$ cat config.mk
export PLATFORM = sky130hd
export DESIGN_NAME = snes_cart_bus
export DESIGN_NICKNAME = d
export VERILOG_FILES = /design/src/design/snes_cart_pkg.sv /design/src/design/snes_cart_bus.sv /design/src/design/cart_data_mux.sv /design/src/design/msu_regs.sv /design/src/design/lohi_rom_map.sv /design/src/design/cart_type_decode.sv
export SDC_FILE = /design/constraint.sdc
export NUM_CORES = 1
export LEC_CHECK = 0
export ABC_AREA = 0
export BUFFER_PORTS_ARGS = -buffer_cell sky130_fd_sc_hd__buf_2
export CAP_MARGIN = 20
export CORE_UTILIZATION = 41
export CTS_CLUSTER_DIAMETER = 50
export DETAILED_ROUTE_END_ITERATION = 8
export GPL_ROUTABILITY_DRIVEN = 0
export PLACE_DENSITY = 0.8
export SLEW_MARGIN = 20
export SYNTH_ARGS = -nofsm -noshare
export SYNTH_HDL_FRONTEND = slang
export SYNTH_SLANG_ARGS = --single-unit
$ cat constraint.sdc
create_clock -name mclk -period 3.15 [get_ports mclk]
set_input_delay 0.4725 -clock mclk [delete_from_list [all_inputs] [get_ports mclk]]
set_output_delay 0.4725 -clock mclk [all_outputs]
set_load 0.01 [all_outputs]
$ cat src/design/snes_cart_pkg.sv
package snes_cart_pkg;

	typedef logic [23:0] cpu_addr_t;
	typedef logic [23:0] rom_addr_t;
	typedef logic [19:0] bsram_addr_t;
	typedef logic [7:0]  cpu_data_t;
	typedef logic [15:0] rom_word_t;
	typedef logic [6:0]  map_active_t;

	// Bit positions in the active chip vector.
	localparam int chip_cx4     = 0;
	localparam int chip_sdd1    = 1;
	localparam int chip_gsu     = 2;
	localparam int chip_sa1     = 3;
	localparam int chip_spc7110 = 4;
	localparam int chip_bsx     = 5;
	localparam int chip_sufami  = 6;

	// Most carts carry a coprocessor id in the upper nibble.
	typedef struct packed {
		logic [3:0] chip_id;
		logic [3:0] map_mode;
	} coproc_view_t;

	// DSPn carts put a tag and a DSP variant in the same bits.
	typedef struct packed {
		logic [1:0] tag;
		logic [1:0] dsp_variant;
		logic [3:0] map_mode;
	} dspn_view_t;

	typedef union packed {
		coproc_view_t coproc;
		dspn_view_t   dspn;
	} cart_type_u;

	localparam logic [1:0] dspn_tag = 2'b10;

	localparam logic [3:0] chip_id_none    = 4'h0;
	localparam logic [3:0] chip_id_bsx     = 4'h3;
	localparam logic [3:0] chip_id_cx4     = 4'h4;
	localparam logic [3:0] chip_id_sdd1    = 4'h5;
	localparam logic [3:0] chip_id_sa1     = 4'h6;
	localparam logic [3:0] chip_id_gsu     = 4'h7;
	localparam logic [3:0] chip_id_spc7110 = 4'hD;
	localparam logic [3:0] chip_id_sufami  = 4'hE;

	localparam int map_mode_hirom = 0;

	// MSU register offsets from the window base.
	localparam logic [2:0] msu_reg_status   = 3'd0;
	localparam logic [2:0] msu_reg_data     = 3'd1;
	localparam logic [2:0] msu_reg_track_lo = 3'd4;
	localparam logic [2:0] msu_reg_track_hi = 3'd5;
	localparam logic [2:0] msu_reg_volume   = 3'd6;
	localparam logic [2:0] msu_reg_control  = 3'd7;

	localparam logic [0:5][7:0] msu_id_bytes = "S-MSU1";

endpackage
$ cat src/design/snes_cart_bus.sv
`timescale 1ns/1ns

module snes_cart_bus #(
	parameter logic [15:0] msu_base = 16'h2000
) (
	input  logic                       mclk,
	input  logic                       rst_n,
	input  snes_cart_pkg::cart_type_u  rom_type,
	input  snes_cart_pkg::rom_addr_t   rom_mask,
	input  snes_cart_pkg::bsram_addr_t ram_mask,
	input  snes_cart_pkg::cpu_addr_t   ca,
	input  logic                       cpurd_n,
	input  logic                       cpuwr_n,
	input  logic                       romsel_n,
	input  logic                       ramsel_n,
	input  snes_cart_pkg::cpu_data_t   cpu_do,
	input  logic                       sysclkf_ce,
	output snes_cart_pkg::cpu_data_t   cpu_di,
	output snes_cart_pkg::rom_addr_t   rom_addr,
	input  snes_cart_pkg::rom_word_t   rom_q,
	output logic                       rom_ce_n,
	output logic                       rom_oe_n,
	output logic                       rom_word,
	output snes_cart_pkg::bsram_addr_t bsram_addr,
	output snes_cart_pkg::cpu_data_t   bsram_d,
	input  snes_cart_pkg::cpu_data_t   bsram_q,
	output logic                       bsram_ce_n,
	output logic                       bsram_oe_n,
	output logic                       bsram_we_n,
	output snes_cart_pkg::map_active_t map_active,
	output logic                       ss_avail,
	output logic                       turbo_allow,
	output logic                       gsu_active,
	input  logic                       msu_enable,
	output logic [15:0]                msu_track_num,
	output logic                       msu_track_request,
	input  logic                       msu_track_mounting,
	input  logic                       msu_track_missing,
	output snes_cart_pkg::cpu_data_t   msu_volume,
	input  logic                       msu_audio_stop,
	output logic                       msu_audio_repeat,
	output logic                       msu_audio_playing
);

	import snes_cart_pkg::*;

	logic      hirom;
	logic      rom_sel;
	logic      bsram_sel;
	logic      msu_sel;
	cpu_data_t msu_do;

	cart_type_decode type_dec0 (
		.rom_type    (rom_type),
		.map_active  (map_active),
		.hirom       (hirom),
		.ss_avail    (ss_avail),
		.turbo_allow (turbo_allow),
		.gsu_active  (gsu_active)
	);

	lohi_rom_map map0 (
		.mclk       (mclk),
		.rst_n      (rst_n),
		.ca         (ca),
		.cpurd_n    (cpurd_n),
		.cpuwr_n    (cpuwr_n),
		.romsel_n   (romsel_n),
		.ramsel_n   (ramsel_n),
		.cpu_do     (cpu_do),
		.hirom      (hirom),
		.rom_mask   (rom_mask),
		.ram_mask   (ram_mask),
		.rom_addr   (rom_addr),
		.rom_ce_n   (rom_ce_n),
		.rom_oe_n   (rom_oe_n),
		.rom_word   (rom_word),
		.bsram_addr (bsram_addr),
		.bsram_d    (bsram_d),
		.bsram_ce_n (bsram_ce_n),
		.bsram_oe_n (bsram_oe_n),
		.bsram_we_n (bsram_we_n),
		.rom_sel    (rom_sel),
		.bsram_sel  (bsram_sel)
	);

	msu_regs #(
		.msu_base (msu_base)
	) msu0 (
		.mclk               (mclk),
		.rst_n              (rst_n),
		.msu_enable         (msu_enable),
		.ca                 (ca),
		.cpurd_n            (cpurd_n),
		.cpuwr_n            (cpuwr_n),
		.sysclkf_ce         (sysclkf_ce),
		.cpu_do             (cpu_do),
		.msu_track_mounting (msu_track_mounting),
		.msu_track_missing  (msu_track_missing),
		.msu_audio_stop     (msu_audio_stop),
		.msu_sel            (msu_sel),
		.msu_do             (msu_do),
		.msu_track_num      (msu_track_num),
		.msu_track_request  (msu_track_request),
		.msu_volume         (msu_volume),
		.msu_audio_repeat   (msu_audio_repeat),
		.msu_audio_playing  (msu_audio_playing)
	);

	// The registered ROM address carries the byte lane of the pending read.
	cart_data_mux mux0 (
		.rom_q     (rom_q),
		.bsram_q   (bsram_q),
		.rom_sel   (rom_sel),
		.bsram_sel (bsram_sel),
		.byte_hi   (rom_addr[0]),
		.msu_sel   (msu_sel),
		.msu_do    (msu_do),
		.cpu_di    (cpu_di)
	);

endmodule

$ cat src/design/cart_data_mux.sv
`timescale 1ns/1ns

module cart_data_mux (
	input  snes_cart_pkg::rom_word_t rom_q,
	input  snes_cart_pkg::cpu_data_t bsram_q,
	input  logic                     rom_sel,
	input  logic                     bsram_sel,
	input  logic                     byte_hi,
	input  logic                     msu_sel,
	input  snes_cart_pkg::cpu_data_t msu_do,
	output snes_cart_pkg::cpu_data_t cpu_di
);

	logic [7:0] rom_byte;
	logic [7:0] cart_byte;

	// Odd addresses take the upper half of the ROM word.
	assign rom_byte = byte_hi ? rom_q[15:8] : rom_q[7:0];

	always_comb begin
		if (rom_sel) begin
			cart_byte = rom_byte;
		end else if (bsram_sel) begin
			cart_byte = bsram_q;
		end else begin
			cart_byte = 8'h00;
		end
	end

	// MSU registers sit in system space and win over cart data.
	assign cpu_di = msu_sel ? msu_do : cart_byte;

endmodule

$ cat src/design/msu_regs.sv
`timescale 1ns/1ns

module msu_regs #(
	parameter logic [15:0] msu_base = 16'h2000
) (
	input  logic                     mclk,
	input  logic                     rst_n,
	input  logic                     msu_enable,
	input  snes_cart_pkg::cpu_addr_t ca,
	input  logic                     cpurd_n,
	input  logic                     cpuwr_n,
	input  logic                     sysclkf_ce,
	input  snes_cart_pkg::cpu_data_t cpu_do,
	input  logic                     msu_track_mounting,
	input  logic                     msu_track_missing,
	input  logic                     msu_audio_stop,
	output logic                     msu_sel,
	output snes_cart_pkg::cpu_data_t msu_do,
	output logic [15:0]              msu_track_num,
	output logic                     msu_track_request,
	output snes_cart_pkg::cpu_data_t msu_volume,
	output logic                     msu_audio_repeat,
	output logic                     msu_audio_playing
);

	import snes_cart_pkg::*;

	logic       win_hit;
	logic [2:0] reg_ofs;
	logic [2:0] id_idx;
	logic       wr_commit;
	cpu_data_t  status;

	// The 8-byte window is mirrored in the system banks 00-3F and 80-BF.
	assign win_hit   = msu_enable && !ca[22] && (ca[15:3] == msu_base[15:3]);
	assign reg_ofs   = ca[2:0];
	assign id_idx    = reg_ofs - 3'd2;
	assign wr_commit = win_hit && !cpuwr_n && sysclkf_ce;

	assign status = {1'b0, msu_track_mounting, msu_audio_repeat, msu_audio_playing,
		msu_track_missing, 3'b000};

	assign msu_sel = win_hit && !cpurd_n;

	always_comb begin
		if (reg_ofs == msu_reg_status) begin
			msu_do = status;
		end else if (reg_ofs == msu_reg_data) begin
			// No data stream here, so the data port reads as zero.
			msu_do = 8'h00;
		end else begin
			msu_do = msu_id_bytes[id_idx];
		end
	end

	always_ff @(posedge mclk or negedge rst_n) begin
		if (!rst_n) begin
			msu_track_num     <= '0;
			msu_volume        <= '0;
			msu_track_request <= 1'b0;
			msu_audio_playing <= 1'b0;
			msu_audio_repeat  <= 1'b0;
		end else begin
			// Writing the high byte starts the track lookup.
			msu_track_request <= wr_commit && (reg_ofs == msu_reg_track_hi);

			if (wr_commit) begin
				case (reg_ofs)
					msu_reg_track_lo: begin
						msu_track_num[7:0] <= cpu_do;
					end
					msu_reg_track_hi: begin
						msu_track_num[15:8] <= cpu_do;
					end
					msu_reg_volume: begin
						msu_volume <= cpu_do;
					end
					default: begin
						msu_volume <= msu_volume;
					end
				endcase
			end

			// A control write from the CPU is newer than a stop from the player.
			if (wr_commit && (reg_ofs == msu_reg_control)) begin
				msu_audio_playing <= cpu_do[0];
				msu_audio_repeat  <= cpu_do[1];
			end else if (msu_audio_stop) begin
				msu_audio_playing <= 1'b0;
			end
		end
	end

endmodule

$ cat src/design/lohi_rom_map.sv
`timescale 1ns/1ns

module lohi_rom_map (
	input  logic                       mclk,
	input  logic                       rst_n,
	input  snes_cart_pkg::cpu_addr_t   ca,
	input  logic                       cpurd_n,
	input  logic                       cpuwr_n,
	input  logic                       romsel_n,
	input  logic                       ramsel_n,
	input  snes_cart_pkg::cpu_data_t   cpu_do,
	input  logic                       hirom,
	input  snes_cart_pkg::rom_addr_t   rom_mask,
	input  snes_cart_pkg::bsram_addr_t ram_mask,
	output snes_cart_pkg::rom_addr_t   rom_addr,
	output logic                       rom_ce_n,
	output logic                       rom_oe_n,
	output logic                       rom_word,
	output snes_cart_pkg::bsram_addr_t bsram_addr,
	output snes_cart_pkg::cpu_data_t   bsram_d,
	output logic                       bsram_ce_n,
	output logic                       bsram_oe_n,
	output logic                       bsram_we_n,
	output logic                       rom_sel,
	output logic                       bsram_sel
);

	import snes_cart_pkg::*;

	logic [7:0]  bank;
	logic        lo_ram_hit;
	logic        hi_ram_hit;
	logic        hi_bank_rom;
	logic        ram_hit;
	logic        rom_hit;
	rom_addr_t   lo_rom_addr;
	rom_addr_t   hi_rom_addr;
	bsram_addr_t lo_ram_addr;
	bsram_addr_t hi_ram_addr;

	assign bank = ca[23:16];

	// LoROM packs 32K pages, HiROM maps the address linearly.
	assign lo_rom_addr = {2'b00, ca[22:16], ca[14:0]} & rom_mask;
	assign hi_rom_addr = {2'b00, ca[21:0]} & rom_mask;
	assign lo_ram_addr = {1'b0, ca[19:16], ca[14:0]} & ram_mask;
	assign hi_ram_addr = {2'b00, ca[20:16], ca[12:0]} & ram_mask;

	// Banks 70-7D, lower half of each bank.
	assign lo_ram_hit = (bank[7:4] == 4'h7) && (bank[3:1] != 3'b111) && !ca[15];

	// Banks 20-3F and A0-BF at 6000-7FFF.
	assign hi_ram_hit = (bank[6:5] == 2'b01) && (ca[15:13] == 3'b011);

	// Banks 40-7D and C0-FF are full ROM banks in HiROM mode.
	assign hi_bank_rom = (bank[7:6] == 2'b11)
		|| ((bank[7:6] == 2'b01) && (bank[5:1] != 5'b11111));

	// WRAM cycles never reach the cartridge. BSRAM takes priority over ROM.
	assign ram_hit = ramsel_n && (hirom ? hi_ram_hit : lo_ram_hit);
	assign rom_hit = ramsel_n && !ram_hit && (!romsel_n || (hirom && hi_bank_rom));

	always_ff @(posedge mclk or negedge rst_n) begin
		if (!rst_n) begin
			rom_ce_n   <= 1'b1;
			rom_oe_n   <= 1'b1;
			bsram_ce_n <= 1'b1;
			bsram_oe_n <= 1'b1;
			bsram_we_n <= 1'b1;
			rom_sel    <= 1'b0;
			bsram_sel  <= 1'b0;
		end else begin
			rom_ce_n   <= ~rom_hit;
			rom_oe_n   <= cpurd_n;
			bsram_ce_n <= ~ram_hit;
			bsram_oe_n <= cpurd_n;
			bsram_we_n <= cpuwr_n;
			rom_sel    <= rom_hit;
			bsram_sel  <= ram_hit;
		end
	end

	always_ff @(posedge mclk) begin
		rom_addr   <= hirom ? hi_rom_addr : lo_rom_addr;
		bsram_addr <= hirom ? hi_ram_addr : lo_ram_addr;
		bsram_d    <= cpu_do;
	end

	// CPU fetches are byte wide; the byte lane is picked from the read word.
	assign rom_word = 1'b0;

endmodule

$ cat src/design/cart_type_decode.sv
`timescale 1ns/1ns

module cart_type_decode (
	input  snes_cart_pkg::cart_type_u  rom_type,
	output snes_cart_pkg::map_active_t map_active,
	output logic                       hirom,
	output logic                       ss_avail,
	output logic                       turbo_allow,
	output logic                       gsu_active
);

	import snes_cart_pkg::*;

	logic [3:0] chip_id;
	logic       plain_cart;
	logic       dspn_cart;

	assign chip_id = rom_type.coproc.chip_id;

	// At most one enhancement chip is flagged; unknown ids select none.
	always_comb begin
		map_active = '0;
		case (chip_id)
			chip_id_cx4: begin
				map_active[chip_cx4] = 1'b1;
			end
			chip_id_sdd1: begin
				map_active[chip_sdd1] = 1'b1;
			end
			chip_id_gsu: begin
				map_active[chip_gsu] = 1'b1;
			end
			chip_id_sa1: begin
				map_active[chip_sa1] = 1'b1;
			end
			chip_id_spc7110: begin
				map_active[chip_spc7110] = 1'b1;
			end
			chip_id_bsx: begin
				map_active[chip_bsx] = 1'b1;
			end
			chip_id_sufami: begin
				map_active[chip_sufami] = 1'b1;
			end
			default: begin
				map_active = '0;
			end
		endcase
	end

	assign hirom = rom_type.coproc.map_mode[map_mode_hirom];

	assign plain_cart = (chip_id == chip_id_none);
	assign dspn_cart  = (rom_type.dspn.tag == dspn_tag);

	// Savestates cover plain carts, SA1 and the DSPn family.
	assign ss_avail = plain_cart | map_active[chip_sa1] | dspn_cart;

	assign turbo_allow = ~(map_active[chip_sa1] | map_active[chip_sdd1]);
	assign gsu_active  = map_active[chip_gsu];

endmodule

==> flow_summary.toml <==
[run_status]
run_status = "finished, final reports clean"

[place]
post-dp-hpwl_um = 6730
port_buffers = 211
dp_cells = 582
pre_cts_slack_ns = 0.318
placed_area_sq_um = 4380

[sta]
slew_headroom_pct = 52.4
clock_skew_ns = 0
setup_viol = 0
finalHoldViolCount = 0
worstMarginPinSlew_ns = 0.714
holdWs_ns = 0.161
fmax_mhz = 355
report.final.slew_viol_count = 0
setup_tns_ns = 0
worst_slack_ns = 0.330
period_minus_slack_ns = 2.82
rsz0062_at_grt = "no"
period_share_pct = 89.5

[die]
core_sq_um = 7690
die_area_sq_um = 8250
fp.dieW_um = 90.9
die_height_um = 90.9
initial_utilization_pct = 42.1
ios = 222
rows = 32

[finish]
syn_to_final_growth_pct = 41.2
stdcell_area_sq_um = 4570
finalNonFillerCells = 598
nFillCells = 683
nets = 614
drive_above_1_share_pct = 54.6
antenna-diode-count = 0
utilization_pct = 59.5

[drt]
first_iter_violations = 71
wl_um = 8360
remaining_drc_errors = 0
vias = 2832
drtPass1Iterations = 4
ant_nets = 0
routedWlPerCell_um = 14.0
vias_per_cell = 4.74

[synthesis]
async_flop_share_pct = 40.2
synth_top_family_by_area = "simple AND/OR/NAND/NOR gates"
synth_ff_type = "dfxtp_1"
yosysMostFrequentCell = "dfxtp_1"
syn-mean-instance-area_sq_um = 11.7
synthTopCellsByCount = "dfxtp_1 (49), mux2_2 (33), and2_1 (29), dfrtp_1 (29), nand2_1 (14)"
yosys.area.top_type = "dfxtp_1"
yosysTopAreaCellShare_pct = 30.3
synth_warnings = 0
synth.area.top_cells = "dfxtp_1 (30%), dfrtp_1 (22%), mux2_2 (11%)"
ys_seq_elements = 82
synth.distinct_cells = 40
synthCells = 276
yosysSeqAreaShare_pct = 56.0
synth-edff-count = 0
synthAdderAreaFrac_pct = 1.55
synthMuxAreaShare_pct = 15.0
syn-cell-area_sq_um = 3240
synth_compound_gate_area_share_pct = 6.69
synthSimpleGateAreaFrac_pct = 17.7
synth_xor_area_share_pct = 0

[flow_run]
maxCapViolations = 0

[min_path]
hp-class = "in2async"

[cts]
cts_buffers = 9
cts_setup_buffers = 0
post_cts_resized = 0
clk_pin_slew_worst_paths_ns = 0.10
clk_latency_ns = 0.35
cts_tree = "yes"
cts-root-buf = "clkbuf_8"
clock-sinks = 82
htree_levels = 3
ctsHoldBuffers = 0
clockBufferDepth = 2

[pwr]
total_power_mw = 2.09
p_leak_nw = 2.45
p_per_area_nw_per_um2 = 458
peakVddDrop_uv = 483

[grt]
grt_max_degree = 34
grt-ovfl-total = 0
antenna_found_initial = 0
grt_use_total_pct = 20.3
grt_pass1_wl_um = 13200
grt_pass1_vias = 2781

[worst_setup_path]
crit_path_start_kind = "input port"
cp.required_ns = 2.68
reg2reg_from = "msu0.msu_audio_playing"
crit_type = "in2out"
cp-startpoint = "ca[7]"
critPathCaptureType = "output port"
reg2reg_slack_ns = 2.23
crit_path_max_fanout = 8
arrival_ns = 2.35
-- final timing paths --
| kind | cells after the start | to |
|---|---|---|
| worst max-delay path | 7 | cpu_di[2] |
| worst min register to register | 1 | msu0.msu_volume[7] |
| worst min-delay path | 1 | msu0.msu_track_num[2] |
| min in group mclk | 1 | map0.bsram_we_n |
| max in group asynchronous | 1 | msu0.msu_track_request |
| worst max register to register | 2 | msu0.msu_audio_playing |
-- cells by family after synthesis --
family	Yosys count
and+or+nand+nor	97
adders and majority gates	4
AOI/OAI and AO/OA	30
buffers and inverters	18
DFF	82
muxes	44
other	1
-- critical path, stage by stage --
cell	delay, ns
buf_2	0.11
or4_1	0.57
or2_4	0.27
nor4_4	0.25
buf_4	0.23
mux2_4	0.31
buf_2	0.14
-- power by group --
group | switching (mW) | internal [mW]
combinational | 0.130 | 0.128
sequential | 0.0125 | 1.08
clock | 0.431 | 0.309
total | 0.573 | 1.52
-- cells in the final DEF, fill, tap and decap left out, types with 3 or more instances in the layout --
cell type   instances
a22oi_1             6
mux2_2             33
nand3_1             8
clkbuf_8            9
nand2_1            14
dfrtp_1            29
inv_1               6
ha_1                4
a21boi_0           11
o21ai_0             3
nor2b_1             6
nand2b_1           10
clkinvlp_4          3
and2_1             29
inv_8               3
conb_1              4
nor2_1             12
dfxtp_1            49
dfstp_2             4
mux2i_1            10
buf_2             211
nor3_1              4
-- final cells by class --
type | instances | area, sq um | area share [%]
tap | 102 | 128 | 2.79
timing repair buffer | 213 | 1070 | 23.4
sequential | 82 | 1810 | 39.6
multi-input combinational | 179 | 1340 | 29.4
clock inverter | 7 | 72.6 | 1.59
clock buffer | 9 | 124 | 2.71
inverter | 6 | 22.5 | 0.493
-- per-layer routing --
layer,GRT usage (%),routed length (um)
met5,0,0
met2,37.7,4490
met3,5.72,587
met4,7.14,140
met1,22.0,3140
-- flip-flops by register name (all words and copies together) (netlist names), 8 cells and up --
register	flops
map0.rom_addr	22
map0.bsram_d	8
msu0.msu_volume	8
map0.bsram_addr	19
msu0.msu_track_num	16
(Power assumes the default switching activity.)
